`src/include/itag_params.svh`:
```
// ================================================
// Width and size macros for the instruction cache
// tag store: address split and set count
// ================================================

`ifndef ITAG_PARAMS_SVH
`define ITAG_PARAMS_SVH

// Fetch address and its fields, tag | index | offset
`define ITAG_ADDR_W    32
`define ITAG_TAG_W     23
`define ITAG_INDEX_W   6
`define ITAG_OFFSET_W  3  // Byte within line, ignored by the tag store

// Tag memory depth, one entry pair per set
`define ITAG_SETS      64

`endif

```
`src/design/itag_pkg.sv`:
```
// ================================================
// Vector types shared by the tag store blocks
// ================================================

`include "itag_params.svh"

package itag_pkg;

  // Fetch address as seen by the cache
  typedef logic [`ITAG_ADDR_W-1:0] addr_t;

  // Upper address bits kept per way
  typedef logic [`ITAG_TAG_W-1:0] tag_t;

  // Set selector
  typedef logic [`ITAG_INDEX_W-1:0] index_t;

  // One way entry, valid on top, tag below
  typedef logic [`ITAG_TAG_W:0] entry_t;

  // Full set row, way1 in the high half
  typedef logic [2*(`ITAG_TAG_W+1)-1:0] set_t;

  // Per-way write enable
  typedef logic [1:0] wmask_t;  // Bit 0 is way0

endpackage

```
`src/design/itag_if.sv`:
```
// ================================================
// Internal bus of the tag store: set read-out,
// LRU bit and LRU update between the three blocks
// ================================================

`timescale 1ns/100ps

interface itag_if;
  import itag_pkg::*;

  set_t   set_data;   // Row read from the tag memory
  logic   lru_bit;    // Way to evict when both valid

  // LRU write-back from the hit selector
  logic   upd_en;
  index_t upd_index;
  logic   upd_lru;    // New bit, the way not just used

  // Tag memory only sources the row
  modport sram_mp (
    output set_data
  );

  // LRU array reads updates, returns the bit
  modport lru_mp (
    output lru_bit,
    input  upd_en,
    input  upd_index,
    input  upd_lru
  );

  // Hit selector consumes both, issues updates
  modport sel_mp (
    input  set_data,
    input  lru_bit,
    output upd_en,
    output upd_index,
    output upd_lru
  );

endinterface

```
`src/design/lru_array.sv`:
```
// ================================================
// Pseudo-LRU bits, one per set, registered read
// index with forwarding of same-set updates
// ================================================

`timescale 1ns/100ps

`include "itag_params.svh"

module lru_array (
  input  logic             clk0,
  input  logic             init,
  itag_if.lru_mp           tag_bus,
  input  logic             rd_en,
  input  itag_pkg::index_t rd_index
);
  import itag_pkg::*;

  logic [`ITAG_SETS-1:0] lru_mem;     // 1 means way1 is next victim
  index_t                rd_index_q;
  logic                  fwd_hit;     // Pending update targets read set

  // Update port, written on the rising edge
  always_ff @(posedge clk0 or posedge init) begin
    if (init) begin
      lru_mem <= '0;  // Way0 first after reset
    end else if (tag_bus.upd_en) begin
      lru_mem[tag_bus.upd_index] <= tag_bus.upd_lru;
    end
  end

  // Read index held between lookups
  always_ff @(posedge clk0 or posedge init) begin
    if (init) begin
      rd_index_q <= '0;
    end else if (rd_en) begin
      rd_index_q <= rd_index;
    end
  end

  // An update on the bus lands at the same edge
  // the reader samples, so pass it straight through
  assign fwd_hit = tag_bus.upd_en && (tag_bus.upd_index == rd_index_q);

  assign tag_bus.lru_bit = fwd_hit ? tag_bus.upd_lru : lru_mem[rd_index_q];

endmodule

```
`src/flat_wrapper.sv`:
```
// flat-port wrapper written by rule: the top's interface ports become plain ports
module lru_array_flat import itag_pkg::*;
  (clk0, init, rd_en, rd_index, tag_bus_lru_bit, tag_bus_upd_en, tag_bus_upd_index, tag_bus_upd_lru);
  itag_if tag_bus_i ();
  input  logic clk0;
  input  logic init;
  input  logic rd_en;
  input  itag_pkg::index_t rd_index;
  output wire logic [$bits(tag_bus_i.lru_bit)-1:0] tag_bus_lru_bit;
  input wire logic [$bits(tag_bus_i.upd_en)-1:0] tag_bus_upd_en;
  input wire logic [$bits(tag_bus_i.upd_index)-1:0] tag_bus_upd_index;
  input wire logic [$bits(tag_bus_i.upd_lru)-1:0] tag_bus_upd_lru;
  assign tag_bus_lru_bit = tag_bus_i.lru_bit;
  assign tag_bus_i.upd_en = tag_bus_upd_en;
  assign tag_bus_i.upd_index = tag_bus_upd_index;
  assign tag_bus_i.upd_lru = tag_bus_upd_lru;
  lru_array u_core (.clk0(clk0), .init(init), .tag_bus(tag_bus_i), .rd_en(rd_en), .rd_index(rd_index));
endmodule
```
`config.mk`:
```
export PLATFORM = sky130hd
export DESIGN_NAME = lru_array_flat
export DESIGN_NICKNAME = d
export VERILOG_FILES = /design/src/design/itag_pkg.sv /design/src/design/itag_if.sv /design/src/design/lru_array.sv /design/src/flat_wrapper.sv
export VERILOG_INCLUDE_DIRS = /design/src /design/src/include
export SDC_FILE = /design/constraint.sdc
export NUM_CORES = 1
export LEC_CHECK = 0
export BUFFER_PORTS_ARGS = -buffer_cell sky130_fd_sc_hd__buf_4
export CAP_MARGIN = 20
export CORE_UTILIZATION = 55
export CTS_CLUSTER_DIAMETER = 30
export DETAILED_ROUTE_END_ITERATION = 10
export PLACE_DENSITY = 0.75
export SYNTH_ARGS = -nofsm -noshare
export SYNTH_HDL_FRONTEND = slang
export SYNTH_SLANG_ARGS = --single-unit
```
`constraint.sdc`:
```
create_clock -name clk0 -period 2 [get_ports clk0]
set_input_delay 0.3 -clock clk0 [delete_from_list [all_inputs] [get_ports clk0]]
set_output_delay 0.3 -clock clk0 [all_outputs]
set_load 0.01 [all_outputs]
```
# --- After elaboration in Yosys (flattened, before gate mapping) ---
# Index checks and enable logic that the tools add are counted.
op_classes:
  add_sub_neg: 0
  mul: 0
  div: 0
  n_lt_le_gt_ge: 3
  n_eq_ne: 1
  n_shift: 0
  n_mux: 6
  n_bitwise: 0
  n_reduce_logical: 2
ops:
  columns: ["op", "count"]
  rows:
  - ["64-bit bitwise mux", 1]
  - ["6-bit by 7-bit less-than comparator with 1-bit output, second input constant", 2]
  - ["1-bit binary-select mux with 6-bit select", 1]
  - ["1-bit demux with 6-bit select", 1]
  - ["6-bit == test", 1]
  - ["6-bit by 1-bit greater-or-equal comparator with 1-bit output, second input constant", 1]
  - ["1-bit two-way mux", 3]
  - ["1-bit logical AND", 2]
totals:
  regBits: 70
  latchBits: 0
  ram_bits: 0
  romBits: 0
  out_inout_bits: 1
  wordCells: 14
  n_memories: 0

# --- Logic depth before layout (Yosys ltp) ---
logic_depth:
  word_depth: 5
  mapped_depth: 7
  ltp_nobuf: 5

# --- Worst setup path after synthesis ---
# No wires, ideal clock.
synth_path:
  kind: "flip-flop to output port"
  start: "register u_core.rd_index_q[1]"
  end: "output tag_bus_lru_bit"
  t_arrival_ns: 1.742
  t_required_ns: 1.700
  path_slack_ns: -0.042
  stages_incl_launch_ff: 6
  path_buffers: 1
  path_cell_list: "dfrtp_1 > buf_6 > mux4_2 > mux4_2 > o21ai_1 > a211oi_1"
synth_via:
  elab_chain_cells: 3
  word_cells_on_any_way: 5
  classes_between: "eq/ne: 1; mux: 3; reduce/logical: 1"
synth_rtl:
  columns: ["item", "line_no", "rtl"]
  rows:
  - ["from (decl)", "lru_array.sv:20", "index_t rd_index_q;"]
  - ["from (signal assigned)", "lru_array.sv:37", "rd_index_q <= rd_index;"]
  - ["1-bit binary-select mux with 6-bit select or 6-bit == test (tied branches)", "lru_array.sv:45, lru_array.sv:43", null]
  - ["1-bit two-way mux (implied by the code) or 1-bit logical AND (tied branches)", "lru_array.sv:45, lru_array.sv:43", null]
  - ["1-bit two-way mux (*)", "lru_array.sv:45", "assign tag_bus.lru_bit = fwd_hit ? tag_bus.upd_lru : lru_mem[rd_index_q];"]
  - ["to (decl)", "flat_wrapper.sv:9", "output wire logic [$bits(tag_bus_i.lru_bit)-1:0] tag_bus_lru_bit;"]
# Mark *: on every way between the ends. The rest lies on a longest branch, timed or not. The select of a mux whose other input is x is not followed.

# --- Worst setup path after layout ---
# Ends and elaborated chain as after synthesis.

==> results.toml <==
[power_and_ir_drop]
p_clk_share_pct = 29.4
comb_power_share_pct = 19.6
p_leak_uw = 0.00187
vdd_ir_drop_max_mv = 0.433
swShare_pct = 28.2
power.internal_uw = 2430
power_density_nw_per_um2 = 794
p_switching_uw = 955
p_seq_share_pct = 51.0
total_power_uw = 3380

[sta]
finalCriticalPeriod_ns = 2.51
finClkSkew_ns = 0
period_share_pct = 126
rsz0062_at_grt = "yes"
fin_ws_ns = -0.511
worst_pin_slew_ns = 0.550
drv_slew = 0
slew_headroom_pct = 63.3
fmax_mhz = 398
whs_ns = 0.173
setup_viol = 1
finalHoldViolCount = 0

[finish]
multi_input_area_sq_um = 1880
final_cell_mix = "72 x mux2_2, 67 x dfrtp_1, 39 x nor2_1"
drive_gt1_share_pct = 42.3
final_util_pct = 66.4
final_common_cell = "mux2_2"
antenna_cells = 0
final_nets = 367
area_growth_pct = 14.7
n_fill_cell = 495
ff_latch_area_sq_um = 1760

[setup_path]
cp-end-kind = "primary output"
critPathMaxFanout = 6
critPathKind = "flop to primary output"
critPathRequiredTime_ns = 1.70
start_kind = "flop"
cp_data_arrival_time_ns = 2.21

[clocking]
cts_tree = "built"
clock-root-buffer = "clkbuf_8"
clkTransAtPathRegs_ns = 0.08
cts_buffers = 9
cts-htree-levels = 3
clockBufferDepth = 2
clk_latency_ns = 0.35
clock-sinks = 70

[run_status]
violations = "design-rule violations, negative setup slack"
run_status = "complete, but fails checks"

[global_route]
use_met2_pct = 42.1
grt_use_met3_pct = 7.28
grt_util_all_layers_pct = 26.0
grt_pass1_wl_microns = 13600
grt_max_degree = 65
overflow = 0
grt_pass1_vias = 2588
top_usage_layer = "met2"
antenna_found_initial = 0
met1_usage_pct = 33.8

[logic_synthesis]
ys_seq_area_share_pct = 47.1
yosysUniqueCellTypes = 39
syn_inst = 320
synth_nets = 337
yosys_warnings = 0
synth_ff_type = "dfrtp_1"
ys_ff_latch = 70
avgSynthCellArea_sq_um = 11.6
synth_edf_count = 0
synth.cell_area_sq_um = 3720
async_reset_ff_share_pct = 100

[detailed_routing]
via_per_inst = 6.00
drtPass1Iterations = 7
ant_nets = 0
drc_errors = 7
routed_wl_microns = 8320
vias = 2593
detail_route.wl_per_cell_microns = 19.3
drt_iter0_markers = 174

[die]
num_io_pins = 18
row_count = 29
initial_core_util_pct = 57.9
die_h_microns = 84.2
fp.dieArea_sq_um = 7090
core_sq_um = 6420
die_w_microns = 84.2

[place]
port_buffers = 17
gp_congestion = 0.837
dp.final_hpwl_microns = 5650

[flow_run]
cap_viol_max_count = 0

[hold_path]
min-delay-path-class = "input pin to flop"
-- power by group through the flow --
stage | Sequential (uW) | Combinational [uW] | Clock (uW)
after global placement | 1730 | 616 | 0
after CTS | 1720 | 662 | 1020
final | 1720 | 663 | 996
after global routing | 1750 | 714 | 1060
after detailed placement | 1740 | 635 | 0
after floorplan | 1690 | 472 | 0
-- worst paths after layout --
check,start,to,slack [ns],cells after the start
max reg2reg,u_core.rd_index_q[1],u_core.rd_index_q[1],0.79,3
min in group asynchronous,init,u_core.lru_mem[54],0.47,3
max,u_core.rd_index_q[1],tag_bus_lru_bit,-0.51,5
min reg2reg,u_core.lru_mem[28],u_core.lru_mem[28],0.51,1
max in group asynchronous,init,u_core.rd_index_q[2],1.00,4
min,rd_index[3],u_core.rd_index_q[3],0.17,2
-- cell families after synthesis --
family / count (synthesis) / synth area share (%)
flip-flops: 70 / 47.1
XOR/XNOR: 6 / 1.41
AND/OR/NAND/NOR: 118 / 14.7
buffers and inverters: 23 / 2.73
multiplexers: 92 / 31.9
AO/OA/AOI/OAI: 11 / 2.19
-- registers in the layout, summed over array words and instances (netlist names) --
| signal | cells |
|---|---|
| u_core.lru_mem | 64 |
| u_core.rd_index_q | 6 |
-- cells in the mapped netlist, drive strengths merged, types with 2 or more instances --
cell type	n	area [sq um]
mux2	72	811
dfrtp	70	1750
nor2	39	146
nand2	37	139
clkbuf	13	48.8
mux4	13	304
nand3	9	45.0
buf	8	45.0
mux2i	7	70.1
nor3	6	30.0
xnor2	6	52.6
nor2b	5	31.3
nor3b	4	30.0
nand2b	3	18.8
nand3b	3	22.5
o21ai	3	15.0
and3	2	12.5
inv	2	7.51
nand4	2	12.5
nor4	2	12.5
-- metal layers --
layer / part of all wire [%] / routed length, microns / vias up
met1: 45 / 3710 / 1329
met2: 49 / 4090 / 58
met4: 1.8 / 147 / 0
met5: 0 / 0 / -
li1: - / - / 1193
met3: 4.5 / 372 / 13
-- critical path, stage by stage (launching register included) --
cell,delay [ns]
dfrtp_2,0.47
mux4_2,0.52
mux4_2,0.49
o21ai_2,0.14
a211oi_2,0.09
buf_4,0.15
-- final cells by class --
type,instances,share of cell area [%]
tap,77,2.26
timing repair buffer,40,8.34
clock buffer,10,2.99
clock inverter,6,0.910
inverter,2,0.264
multi-input combinational,227,44.1
sequential,70,41.2
-- stage by stage --
step / instance area (sq um) / std cells / TNS (ns) / setup WS (ns)
2_1_floorplan: 3720 / 320 / -0.0419 / -0.0419
3_3_place_gp: 4040 / 413 / -0.216 / -0.216
3_5_place_dp: 4040 / 413 / -0.263 / -0.263
4_1_cts: 4260 / 432 / -0.519 / -0.519
5_1_grt: 4260 / 432 / -0.579 / -0.579
6_report: 4260 / 432 / -0.511 / -0.511
-- repair_timing --
action                                  4_1_cts  5_1_grt
resized for setup                            13        4
pin swaps                                     1        0
endpoints found under the hold margin        13        0
buffers inserted                              2        0
hold buffers                                  1        0
endpoints found under the setup margin        1        1
Note: power is estimated with default switching activity, not from simulation.
