`config.mk`:
```
export PLATFORM = sky130hd
export DESIGN_NAME = hit_select_flat
export DESIGN_NICKNAME = d
export VERILOG_FILES = /design/src/design/itag_pkg.sv /design/src/design/itag_if.sv /design/src/design/hit_select.sv /design/src/flat_wrapper.sv
export VERILOG_INCLUDE_DIRS = /design/src /design/src/include
export SDC_FILE = /design/constraint.sdc
export NUM_CORES = 1
export LEC_CHECK = 0
export BUFFER_PORTS_ARGS = -buffer_cell sky130_fd_sc_hd__clkbuf_2
export CORE_MARGIN = 1.5
export CORE_UTILIZATION = 25
export DETAILED_ROUTE_END_ITERATION = 6
export GPL_ROUTABILITY_DRIVEN = 0
export PLACE_DENSITY = 0.56
export SYNTH_ARGS = -nofsm -noshare
export SYNTH_HDL_FRONTEND = slang
export SYNTH_SLANG_ARGS = --single-unit
export TNS_END_PERCENT = 5
```
`constraint.sdc`:
```
create_clock -name clk0 -period 3.4 [get_ports clk0]
set_input_delay 0.17 -clock clk0 [delete_from_list [all_inputs] [get_ports clk0]]
set_output_delay 0.17 -clock clk0 [all_outputs]
set_load 0.02 [all_outputs]
```
`src/include/itag_params.svh`:
```
// ================================================
// Width and size macros for the instruction cache
// tag store: address split and set count
// ================================================

`ifndef ITAG_PARAMS_SVH
`define ITAG_PARAMS_SVH

// Fetch address and its fields, tag | index | offset
`define ITAG_ADDR_W    32
`define ITAG_TAG_W     23
`define ITAG_INDEX_W   6
`define ITAG_OFFSET_W  3  // Byte within line, ignored by the tag store

// Tag memory depth, one entry pair per set
`define ITAG_SETS      64

`endif

```
`src/design/itag_pkg.sv`:
```
// ================================================
// Vector types shared by the tag store blocks
// ================================================

`include "itag_params.svh"

package itag_pkg;

  // Fetch address as seen by the cache
  typedef logic [`ITAG_ADDR_W-1:0] addr_t;

  // Upper address bits kept per way
  typedef logic [`ITAG_TAG_W-1:0] tag_t;

  // Set selector
  typedef logic [`ITAG_INDEX_W-1:0] index_t;

  // One way entry, valid on top, tag below
  typedef logic [`ITAG_TAG_W:0] entry_t;

  // Full set row, way1 in the high half
  typedef logic [2*(`ITAG_TAG_W+1)-1:0] set_t;

  // Per-way write enable
  typedef logic [1:0] wmask_t;  // Bit 0 is way0

endpackage

```
`src/design/itag_if.sv`:
```
// ================================================
// Internal bus of the tag store: set read-out,
// LRU bit and LRU update between the three blocks
// ================================================

`timescale 1ns/100ps

interface itag_if;
  import itag_pkg::*;

  set_t   set_data;   // Row read from the tag memory
  logic   lru_bit;    // Way to evict when both valid

  // LRU write-back from the hit selector
  logic   upd_en;
  index_t upd_index;
  logic   upd_lru;    // New bit, the way not just used

  // Tag memory only sources the row
  modport sram_mp (
    output set_data
  );

  // LRU array reads updates, returns the bit
  modport lru_mp (
    output lru_bit,
    input  upd_en,
    input  upd_index,
    input  upd_lru
  );

  // Hit selector consumes both, issues updates
  modport sel_mp (
    input  set_data,
    input  lru_bit,
    output upd_en,
    output upd_index,
    output upd_lru
  );

endinterface

```
`src/design/hit_select.sv`:
```
// ================================================
// Tag compare, hit and victim choice, registered
// response and LRU write-back
// ================================================

`timescale 1ns/100ps

module hit_select (
  input  logic             clk0,
  input  logic             init,
  itag_if.sel_mp           tag_bus,
  input  logic             lookup_q,   // Lookup, already fill-qualified
  input  logic             fill_q,
  input  itag_pkg::tag_t   req_tag,
  input  itag_pkg::index_t req_index,
  input  logic             fill_way,
  output logic             resp_valid,
  output logic             hit,
  output logic             hit_way,
  output logic             victim_way
);
  import itag_pkg::*;

  localparam int ENTRY_W = $bits(entry_t);
  localparam int TAG_W   = $bits(tag_t);

  // Request copy, aligned with the memory read-out
  logic   lookup_r;
  logic   fill_r;
  tag_t   tag_r;
  index_t index_r;
  logic   fill_way_r;

  entry_t way0;
  entry_t way1;
  logic   match0;
  logic   match1;
  logic   hit_c;
  logic   hit_way_c;
  logic   victim_c;

  assign way0 = tag_bus.set_data[ENTRY_W-1:0];
  assign way1 = tag_bus.set_data[2*ENTRY_W-1:ENTRY_W];

  assign match0 = way0[TAG_W] && (way0[TAG_W-1:0] == tag_r);
  assign match1 = way1[TAG_W] && (way1[TAG_W-1:0] == tag_r);

  assign hit_c     = match0 | match1;
  assign hit_way_c = match1 && !match0;  // Way0 wins a double match

  // Hit leaves the other way as victim, else first invalid, else LRU
  always_comb begin
    if (hit_c)             victim_c = !hit_way_c;
    else if (!way0[TAG_W]) victim_c = 1'b0;
    else if (!way1[TAG_W]) victim_c = 1'b1;
    else                   victim_c = tag_bus.lru_bit;
  end

  // Strobes and the outgoing pulses
  always_ff @(posedge clk0 or posedge init) begin
    if (init) begin
      lookup_r       <= 1'b0;
      fill_r         <= 1'b0;
      resp_valid     <= 1'b0;
      tag_bus.upd_en <= 1'b0;
    end else begin
      lookup_r       <= lookup_q;
      fill_r         <= fill_q;
      resp_valid     <= lookup_r;                      // One cycle after capture
      tag_bus.upd_en <= fill_r || (lookup_r && hit_c);  // Misses leave LRU alone
    end
  end

  // Request fields and response payload
  always_ff @(posedge clk0) begin
    tag_r             <= req_tag;
    index_r           <= req_index;
    fill_way_r        <= fill_way;
    hit               <= lookup_r && hit_c;
    hit_way           <= hit_way_c;
    victim_way        <= victim_c;
    tag_bus.upd_index <= index_r;
    tag_bus.upd_lru   <= fill_r ? !fill_way_r : !hit_way_c;  // Point away from last use
  end

endmodule

```
`src/flat_wrapper.sv`:
```
// flat-port wrapper written by rule: the top's interface ports become plain ports
module hit_select_flat import itag_pkg::*;
  (clk0, init, lookup_q, fill_q, req_tag, req_index, fill_way, resp_valid, hit, hit_way, victim_way, tag_bus_set_data, tag_bus_lru_bit, tag_bus_upd_en, tag_bus_upd_index, tag_bus_upd_lru);
  itag_if tag_bus_i ();
  input  logic clk0;
  input  logic init;
  input  logic lookup_q;
  input  logic fill_q;
  input  itag_pkg::tag_t req_tag;
  input  itag_pkg::index_t req_index;
  input  logic fill_way;
  output logic resp_valid;
  output logic hit;
  output logic hit_way;
  output logic victim_way;
  input wire logic [$bits(tag_bus_i.set_data)-1:0] tag_bus_set_data;
  input wire logic [$bits(tag_bus_i.lru_bit)-1:0] tag_bus_lru_bit;
  output wire logic [$bits(tag_bus_i.upd_en)-1:0] tag_bus_upd_en;
  output wire logic [$bits(tag_bus_i.upd_index)-1:0] tag_bus_upd_index;
  output wire logic [$bits(tag_bus_i.upd_lru)-1:0] tag_bus_upd_lru;
  assign tag_bus_i.set_data = tag_bus_set_data;
  assign tag_bus_i.lru_bit = tag_bus_lru_bit;
  assign tag_bus_upd_en = tag_bus_i.upd_en;
  assign tag_bus_upd_index = tag_bus_i.upd_index;
  assign tag_bus_upd_lru = tag_bus_i.upd_lru;
  hit_select u_core (.clk0(clk0), .init(init), .tag_bus(tag_bus_i), .lookup_q(lookup_q), .fill_q(fill_q), .req_tag(req_tag), .req_index(req_index), .fill_way(fill_way), .resp_valid(resp_valid), .hit(hit), .hit_way(hit_way), .victim_way(victim_way));
endmodule
```
Word level (Yosys, flattened, before mapping)
Index checks and enable logic that the tools add are counted.
Widths: inputs -> output; s select.
{"block": "classes", "n_reduce_logical": 8, "bitwise_logic": 1, "muxes": 4, "eq_ne": 2}
{"op": "$eq 23x23->1", "count": 2}
{"op": "$logic_and 1x1->1", "count": 4}
{"op": "$mux 1", "count": 4}
{"op": "$logic_not 1->1", "count": 3}
{"op": "$logic_or 1x1->1", "count": 1}
{"op": "$or 1x1->1", "count": 1}
{"block": "totals", "ff_bits": 44}

Logic depth before layout (Yosys ltp)
Gate-level depths: netlist (run 1).
{"block": "depth", "ltp_word": 6, "ltp_mapped": 5, "mapped_depth_nobuf": 5}

Worst setup path after synthesis (run 1)
OpenSTA, ideal clock, no wires.
{"block": "synth_path", "path_type": "reg2reg", "startpoint": "register u_core.tag_r[11]", "endpoint": "register u_core.tag_bus.upd_lru", "path_slack_ns": 1.783, "setup_ns": 0.120, "path_buffers": 0, "path_stages_with_launch": 6, "synth_period_minus_slack_ns": 1.617, "arrival_ns": 1.497, "path_cell_list": "dfxtp_1 -> xor2_1 -> nor4_1 -> nand4_1 -> or4_4 -> o31a_1"}
{"block": "synth_via", "elab_chain_len": 6}
{"item": "start: declaration", "line": "hit_select.sv:30", "rtl": "tag_t tag_r;"}
{"item": "start signal: assignment", "line": "hit_select.sv:76", "rtl": "tag_r <= req_tag;"}
{"item": "$eq 23x23->1", "line": "hit_select.sv:45", "rtl": "assign match0 = way0[TAG_W] && (way0[TAG_W-1:0] == tag_r);"}
{"item": "$logic_and 1x1->1", "line": "hit_select.sv:45"}
{"item": "$logic_not 1->1", "line": "hit_select.sv:49", "rtl": "assign hit_way_c = match1 && !match0;"}
{"item": "$logic_and 1x1->1 (*)", "line": "hit_select.sv:49"}
{"item": "$logic_not 1->1 (*)", "line": "hit_select.sv:83", "rtl": "tag_bus.upd_lru <= fill_r ? !fill_way_r : !hit_way_c;"}
{"item": "$mux 1 (*)", "line": "hit_select.sv:83"}
{"item": "end signal: assignment", "line": "hit_select.sv:83"}
{"item": "end: declaration", "line": "itag_if.sv:38", "rtl": "output upd_lru"}
Every way passes the cells marked *; elsewhere a longest branch is shown, timed or not.

Final worst setup path (run 1)
{"block": "layout_path", "startpoint": "register u_core.tag_r[17]", "endpoint": "register u_core.tag_bus.upd_lru"}
Same word-level chain as after synthesis.

==> flow_metrics.env, run 1 <==
export IMPL_hp_class="primary input to register"
export IMPL_ios=95
export IMPL_fin_crit_sh=0.5373
export IMPL_synth_top_family_by_area="XOR/XNOR gates"
export IMPL_die_w_um=83.26
export IMPL_drc=0
export IMPL_grt_setup_unrepaired="no"
export IMPL_syn_avg_cell_area_um2=11.58
export IMPL_ys_seq_area_frac=0.5594
export IMPL_grt_pass1_wl_um=6872
export IMPL_cp_end_kind="register"
export IMPL_antenna_cells=0
export IMPL_cts_sinks=44
export IMPL_htree_levels=2
export IMPL_combPwrFrac=0.168
export IMPL_required_ns=3.59
export IMPL_hpwlAfterDp_um=3531
export IMPL_fin_nets=356
export IMPL_cts_root_buf="clkbuf_8"
export IMPL_yosysWarnings=0
export IMPL_fin_crit_ns=1.827
export IMPL_swShare=0.2501
export IMPL_path_clk_slew_ns=0.08
export IMPL_p_seq_frac=0.530
export IMPL_synth_area_um2=1610
export IMPL_startpoint_type="register"
export IMPL_slew_viol_final=0
export IMPL_grt_max_degree=14
export IMPL_grt_total_usage=0.1290
export IMPL_cts_hold_buf=33
export IMPL_ant_nets=0
export IMPL_synth_compound_area_share=0.02098
export IMPL_dp_cells=310
export IMPL_tightest_slew_ns=0.5516
export IMPL_pwr_share_clk=0.301
export IMPL_drt_wl_total_um=4375
export IMPL_vdd_ir_drop_max_uv=163.7
export IMPL_synthesis_nets=222
export IMPL_setup_viol=0
export IMPL_vias=1446
export IMPL_tns_ns=0
export IMPL_synth_edff_count=0
export IMPL_synth_simple_area_share=0.1647
export IMPL_drive_above_1_share=0.3796
export IMPL_outcome="finished clean"
export IMPL_rows=29
export IMPL_drv_cap=0
export IMPL_hold_viol_final=0
export IMPL_crit_fanout=4
export IMPL_crit_type="register to register"
export IMPL_syn_inst=139
export IMPL_overflow=0
export IMPL_synth_top_cell_by_area="dfxtp_1"
export IMPL_cts_resized=0
export IMPL_synth_adder_area_share=0
export IMPL_antenna_found_initial=0
export IMPL_cp_arrival_ns=2.02
export IMPL_ys_flop_type="dfxtp_1"
export IMPL_ys_top_cells_by_area="dfxtp_1 50%, xor2_1 18%, xnor2_1 6.5%, dfrtp_1 6.2%, nor4_1 5.8%"
export IMPL_core_area_um2=6277
export IMPL_clock_latency_ns=0.29
export IMPL_total_power_mw=1.052
export IMPL_die_height_um=83.26
export IMPL_cts_buffers=5
export IMPL_wl_per_cell_um=12.46
export IMPL_slew_limit_headroom=0.6288
export IMPL_first_global_vias=1574
export IMPL_net_switching_power_mw=0.2632
export IMPL_place_port_buffers=94
export IMPL_start_util=0.2565
export IMPL_cts_tree="done"
export IMPL_cts_setup_buffers=0
export IMPL_power_density_nw_per_um2=405.9
export IMPL_first_pass_iters=4
export IMPL_dieArea_um2=6931
export IMPL_intPower_mw=0.7892
export IMPL_synth_top_area_frac=0.4973
export IMPL_cts_buffer_depth=2
export IMPL_drtIter0Drc=18
export IMPL_synth_xor_xnor_area_share=0.2502
export IMPL_synthToLayoutAreaGrowth_pct=60.99
export IMPL_async_reset_ff_frac=0.09091
export IMPL_fmax_mhz=547.4
export IMPL_ys_types=24
export IMPL_synthMuxAreaShare=0
export IMPL_finalClockSkew_ns=0.009711
export IMPL_via_per_inst=4.120
export IMPL_layout_cells_non_filler=351
export IMPL_ys_seq_elements=44
export IMPL_p_leak_nw=1.191
-- power by group through the flow --
stage               combinational (mW)  clock, mW  sequential [mW]
CTS                              0.180      0.332            0.559
floorplan                       0.0650          0            0.576
finish                           0.177      0.317            0.558
global route                     0.196      0.352            0.562
detailed placement               0.149          0            0.571
global placement                 0.149          0            0.570
-- path summary, 6_finish.rpt --
path | start | end | cells after the start | slack, ns
max | u_core.tag_r[17] | u_core.tag_bus.upd_lru | 5 | 1.57
max reg2reg | u_core.tag_r[17] | u_core.tag_bus.upd_lru | 5 | 1.57
min | tag_bus_set_data[23] | u_core.victim_way | 2 | 0.12
min in group asynchronous | init | u_core.lookup_r | 3 | 0.29
min reg2reg | u_core.index_r[1] | u_core.tag_bus.upd_index[1] | 0 | 0.33
max in group asynchronous | init | u_core.tag_bus.upd_en | 3 | 2.95
-- kinds of logic (layout without fill, tap and decap cells) --
kind of cell	after synthesis	count (layout)
xor+xnor	46	46
flops	44	44
simple gates	43	43
compound gates	4	4
buf+inv	2	137
-- cell usage after synthesis (2+ instances only) --
| cell type | n |
|---|---|
| nand3_1 | 2 |
| dfrtp_1 | 4 |
| nand2_1 | 8 |
| nor4_1 | 15 |
| inv_1 | 2 |
| nand4b_1 | 2 |
| xnor2_1 | 12 |
| xor2_1 | 34 |
| nor3b_1 | 4 |
| nand4_1 | 3 |
| dfxtp_1 | 40 |
-- critical path: stages, from the launching register on --
cell and delay [ns]:
dfxtp_1 0.33, xor2_1 0.18, nor4_1 0.36, nand4_1 0.15, or4_4 0.47, o31a_1 0.25
-- area by class of cell --
cell class / instances / area, um2
Multi-Input combinational cell: 93 / 701.9
Sequential cell: 44 / 900.9
Clock inverter: 1 / 8.758
Clock buffer: 7 / 76.32
Fill cell: 645 / 3685
Tap cell: 77 / 96.34
Inverter: 2 / 7.507
Timing Repair Buffer: 127 / 800.8
-- placed cells by master (no fill, tap or decap), types with 2 or more instances in the layout --
master / synthesis / final
inv_1: 2 / 2
nand4_1: 3 / 3
xor2_1: 34 / 34
dfxtp_1: 40 / 40
clkbuf_1: 0 / 2
dfrtp_1: 4 / 4
nand2_1: 8 / 8
dlygate4sd3_1: 0 / 33
nand4b_1: 2 / 2
clkbuf_2: 0 / 94
nand3_1: 2 / 2
nor4_1: 15 / 15
xnor2_1: 12 / 12
clkbuf_8: 0 / 5
nor3b_1: 4 / 4
-- per-stage QoR --
stage | hold slack [ns] | setup WS (ns) | area (um2) | utilization
final | 0.1210 | 1.573 | 2592 | 0.4130
after global routing | 0.1175 | 1.488 | 2592 | 0.4130
after CTS | 0.1154 | 1.559 | 2592 | 0.4130
after detailed placement | 0.04833 | 1.562 | 2177 | 0.3468
after global placement | 0.04966 | 1.576 | 2177 | 0.3468
after floorplan | -0.06392 | 1.783 | 1610 | -
-- sequential cells by signal, indices dropped and copies added (netlist names) --
signal and cells:
u_core.tag_bus.upd_en 1, u_core.tag_r 23, u_core.tag_bus.upd_lru 1, u_core.lookup_r 1
u_core.tag_bus.upd_index 6, u_core.victim_way 1, u_core.index_r 6, u_core.hit_way 1
u_core.resp_valid 1, u_core.fill_way_r 1, u_core.hit 1, u_core.fill_r 1
-- per-layer routing --
metal,vias to the layer above,track usage,part of all wire
li1,746,-,-
met1,639,0.1367,0.40
met4,0,0.03182,0.011
met5,-,0,0
met2,56,0.2476,0.53
met3,5,0.03777,0.066
(Power assumes the default switching activity.)
==> inputs of run 2 (changes only) <==
==> constraint.sdc (replaced) <==
create_clock -name clk0 -period 1.7 [get_ports clk0]
set_input_delay 0.085 -clock clk0 [delete_from_list [all_inputs] [get_ports clk0]]
set_output_delay 0.085 -clock clk0 [all_outputs]
set_load 0.02 [all_outputs]
==> run 2 against run 1 <==
The run now ends with negative setup slack left. Sequential power increased by 100%. Hold slack worse by 0.066 ns. Design area rose by 6.7%. Count of clock-buffer cells in the layout down 1. Global-route usage is 1.2 points higher. Maximum frequency rose by 3.0%. Cell count is 3.7% higher. Die area unchanged. Non-clock buffer count up 14. Power grew 120%. Largest cell class unchanged. Highest routed layer unchanged.
==> flow_metrics.env, run 2 (synthesis gave the netlist of run 1 again) <==
export IMPL_slew_limit_headroom=0.7791
export IMPL_finalClockSkew_ns=0.01054
export IMPL_antenna_found_initial=0
export IMPL_fin_crit_ns=1.773
export IMPL_multi_input_comb_area_um2=747.0
export IMPL_dieArea_um2=6931
export IMPL_die_w_um=83.26
export IMPL_hp_class="primary input to register"
export IMPL_grt_total_usage=0.1408
export IMPL_rows=29
export IMPL_overflow=0
export IMPL_reg_largest_list="u_core.tag_r: 23 flops, u_core.index_r: 6 flops, u_core.tag_bus.upd_index: 6 flops"
export IMPL_synthToLayoutAreaGrowth_pct=71.72
export IMPL_fillCellCount=634
export IMPL_first_pass_iters=3
export IMPL_grt_setup_unrepaired="yes"
export IMPL_drtIter0Drc=12
export IMPL_reg2regPathDepth=5
export IMPL_final_common_cell="clkbuf_2"
export IMPL_critPathMaxStageDelay_ns=0.46
export IMPL_final_cell_mix="94 x clkbuf_2, 36 x dfxtp_1, 34 x xor2_1, 33 x dlygate4sd3_1, 14 x buf_4"
export IMPL_clock_latency_ns=0.29
export IMPL_required_ns=1.88
export IMPL_grt_max_degree=14
export IMPL_cts_sinks=44
export IMPL_die_height_um=83.26
export IMPL_start_util=0.2565
export IMPL_outcome="complete, but fails checks"
export IMPL_finalWorstSetupSlack_ns=-0.07307
export IMPL_startpoint="u_core.tag_r[18]"
export IMPL_path_buf_inv=0
export IMPL_drive_above_1_share=0.4495
export IMPL_cts_setup_buffers=0
export IMPL_vias=1532
export IMPL_ant_nets=0
export IMPL_pre_cts_ws_ns=-0.1253
export IMPL_path_clk_slew_ns=0.08
export IMPL_cts_root_buf="clkbuf_8"
export IMPL_largest_register_ff_count=23
export IMPL_gr_usage_met1=0.1523
export IMPL_startpoint_type="register"
export IMPL_cpLargestDelayFamily="simple AND/OR/NAND/NOR gates"
export IMPL_worst_path_max_delay_cell="or4_4"
export IMPL_seq_area_um2=905.9
export IMPL_first_global_vias=1727
export IMPL_grt_use_met3=0.03181
export IMPL_drt_wl_total_um=4671
export IMPL_cts_buffers=5
export IMPL_via_per_inst=4.209
export IMPL_crit_type="register to register"
export IMPL_r2r_slack_ns=-0.07
export IMPL_drc=0
export IMPL_fmax_mhz=564.0
export IMPL_top_usage_layer="met2"
export IMPL_cts_tree="done"
export IMPL_vdd_ir_drop_max_uv=412.9
export IMPL_core_area_um2=6277
export IMPL_cp_arrival_ns=1.95
export IMPL_use_met2=0.2676
export IMPL_wl_per_cell_um=12.83
export IMPL_slew_viol_final=0
export IMPL_hpwlAfterDp_um=3568
export IMPL_antenna_cells=0
export IMPL_r2r_end="u_core.victim_way"
export IMPL_worstPathCellList="xor2_1 -> nor4_1 -> nand4_1 -> or4_4 -> a31o_2"
export IMPL_fin_crit_sh=1.043
export IMPL_p_leak_nw=1.282
export IMPL_setup_viol=3
export IMPL_final_core_util=0.4405
export IMPL_tightest_slew_ns=0.3283
export IMPL_worstReg2RegStart="u_core.tag_r[18]"
export IMPL_place_port_buffers=94
export IMPL_violations="negative setup slack"
export IMPL_cts_buffer_depth=2
export IMPL_grt_pass1_wl_um=7521
export IMPL_tns_ns=-0.2038
export IMPL_cp_num_cells=5
export IMPL_htree_levels=2
export IMPL_critPathCapture="u_core.victim_way"
export IMPL_drv_cap=0
export IMPL_power_density_nw_per_um2=823.6
export IMPL_crit_fanout=4
export IMPL_ios=95
export IMPL_hold_viol_final=0
export IMPL_fin_nets=370
export IMPL_cp_end_kind="register"
export IMPL_top_register="u_core.tag_r"
-- run 2: through the flow --
| step | power (mW) | cells | hold WS [ns] | instance area (um2) |
|---|---|---|---|---|
| 5_1_grt | 2.403 | 364 | 0.06318 | 2765 |
| 4_1_cts | 2.309 | 364 | 0.05171 | 2716 |
| 3_5_place_dp | 1.467 | 324 | -0.03284 | 2282 |
| 2_1_floorplan | 1.282 | 139 | -0.1489 | 1610 |
| 6_report | 2.278 | 364 | 0.05508 | 2765 |
| 3_3_place_gp | 1.463 | 324 | -0.03258 | 2282 |
-- run 2: layout make-up --
cell class	instances	area share
sequential	44	0.3276
timing repair buffer	141	0.3276
multi-input combinational	93	0.2701
tap	77	0.03484
clock buffer	6	0.02624
clock inverter	1	0.01086
inverter	2	0.002715
-- run 2: worst min-delay path by stage --
stage / startpoint / end / slack, ns / cells after the start
2_1_floorplan: init / u_core.fill_r / -0.15 / 1
3_3_place_gp: init / u_core.resp_valid / -0.03 / 2
3_5_place_dp: init / u_core.resp_valid / -0.03 / 2
4_1_cts: tag_bus_set_data[23] / u_core.victim_way / 0.05 / 2
5_1_grt: tag_bus_set_data[23] / u_core.victim_way / 0.06 / 2
6_report: tag_bus_set_data[23] / u_core.victim_way / 0.06 / 2
-- run 2: metal layers --
metal | wire length, um | vias to the layer above
met5 | 0 | -
met4 | 80 | 0
met3 | 217 | 10
met2 | 2522 | 54
met1 | 1850 | 694
li1 | - | 774
-- run 2: where the power goes --
part | total [mW] | switching [mW] | internal (mW)
Sequential | 1.12 | 0.0304 | 1.09
Clock | 0.762 | 0.331 | 0.431
Combinational | 0.399 | 0.172 | 0.227
-- run 2: repair_timing --
item / in CTS / in global routing
hold buffers: 33 / 0
pin swaps: 1 / 6
endpoints found under the hold margin: 36 / 0
gates resized for setup: 1 / 10
setup endpoints to repair: 3 / 5
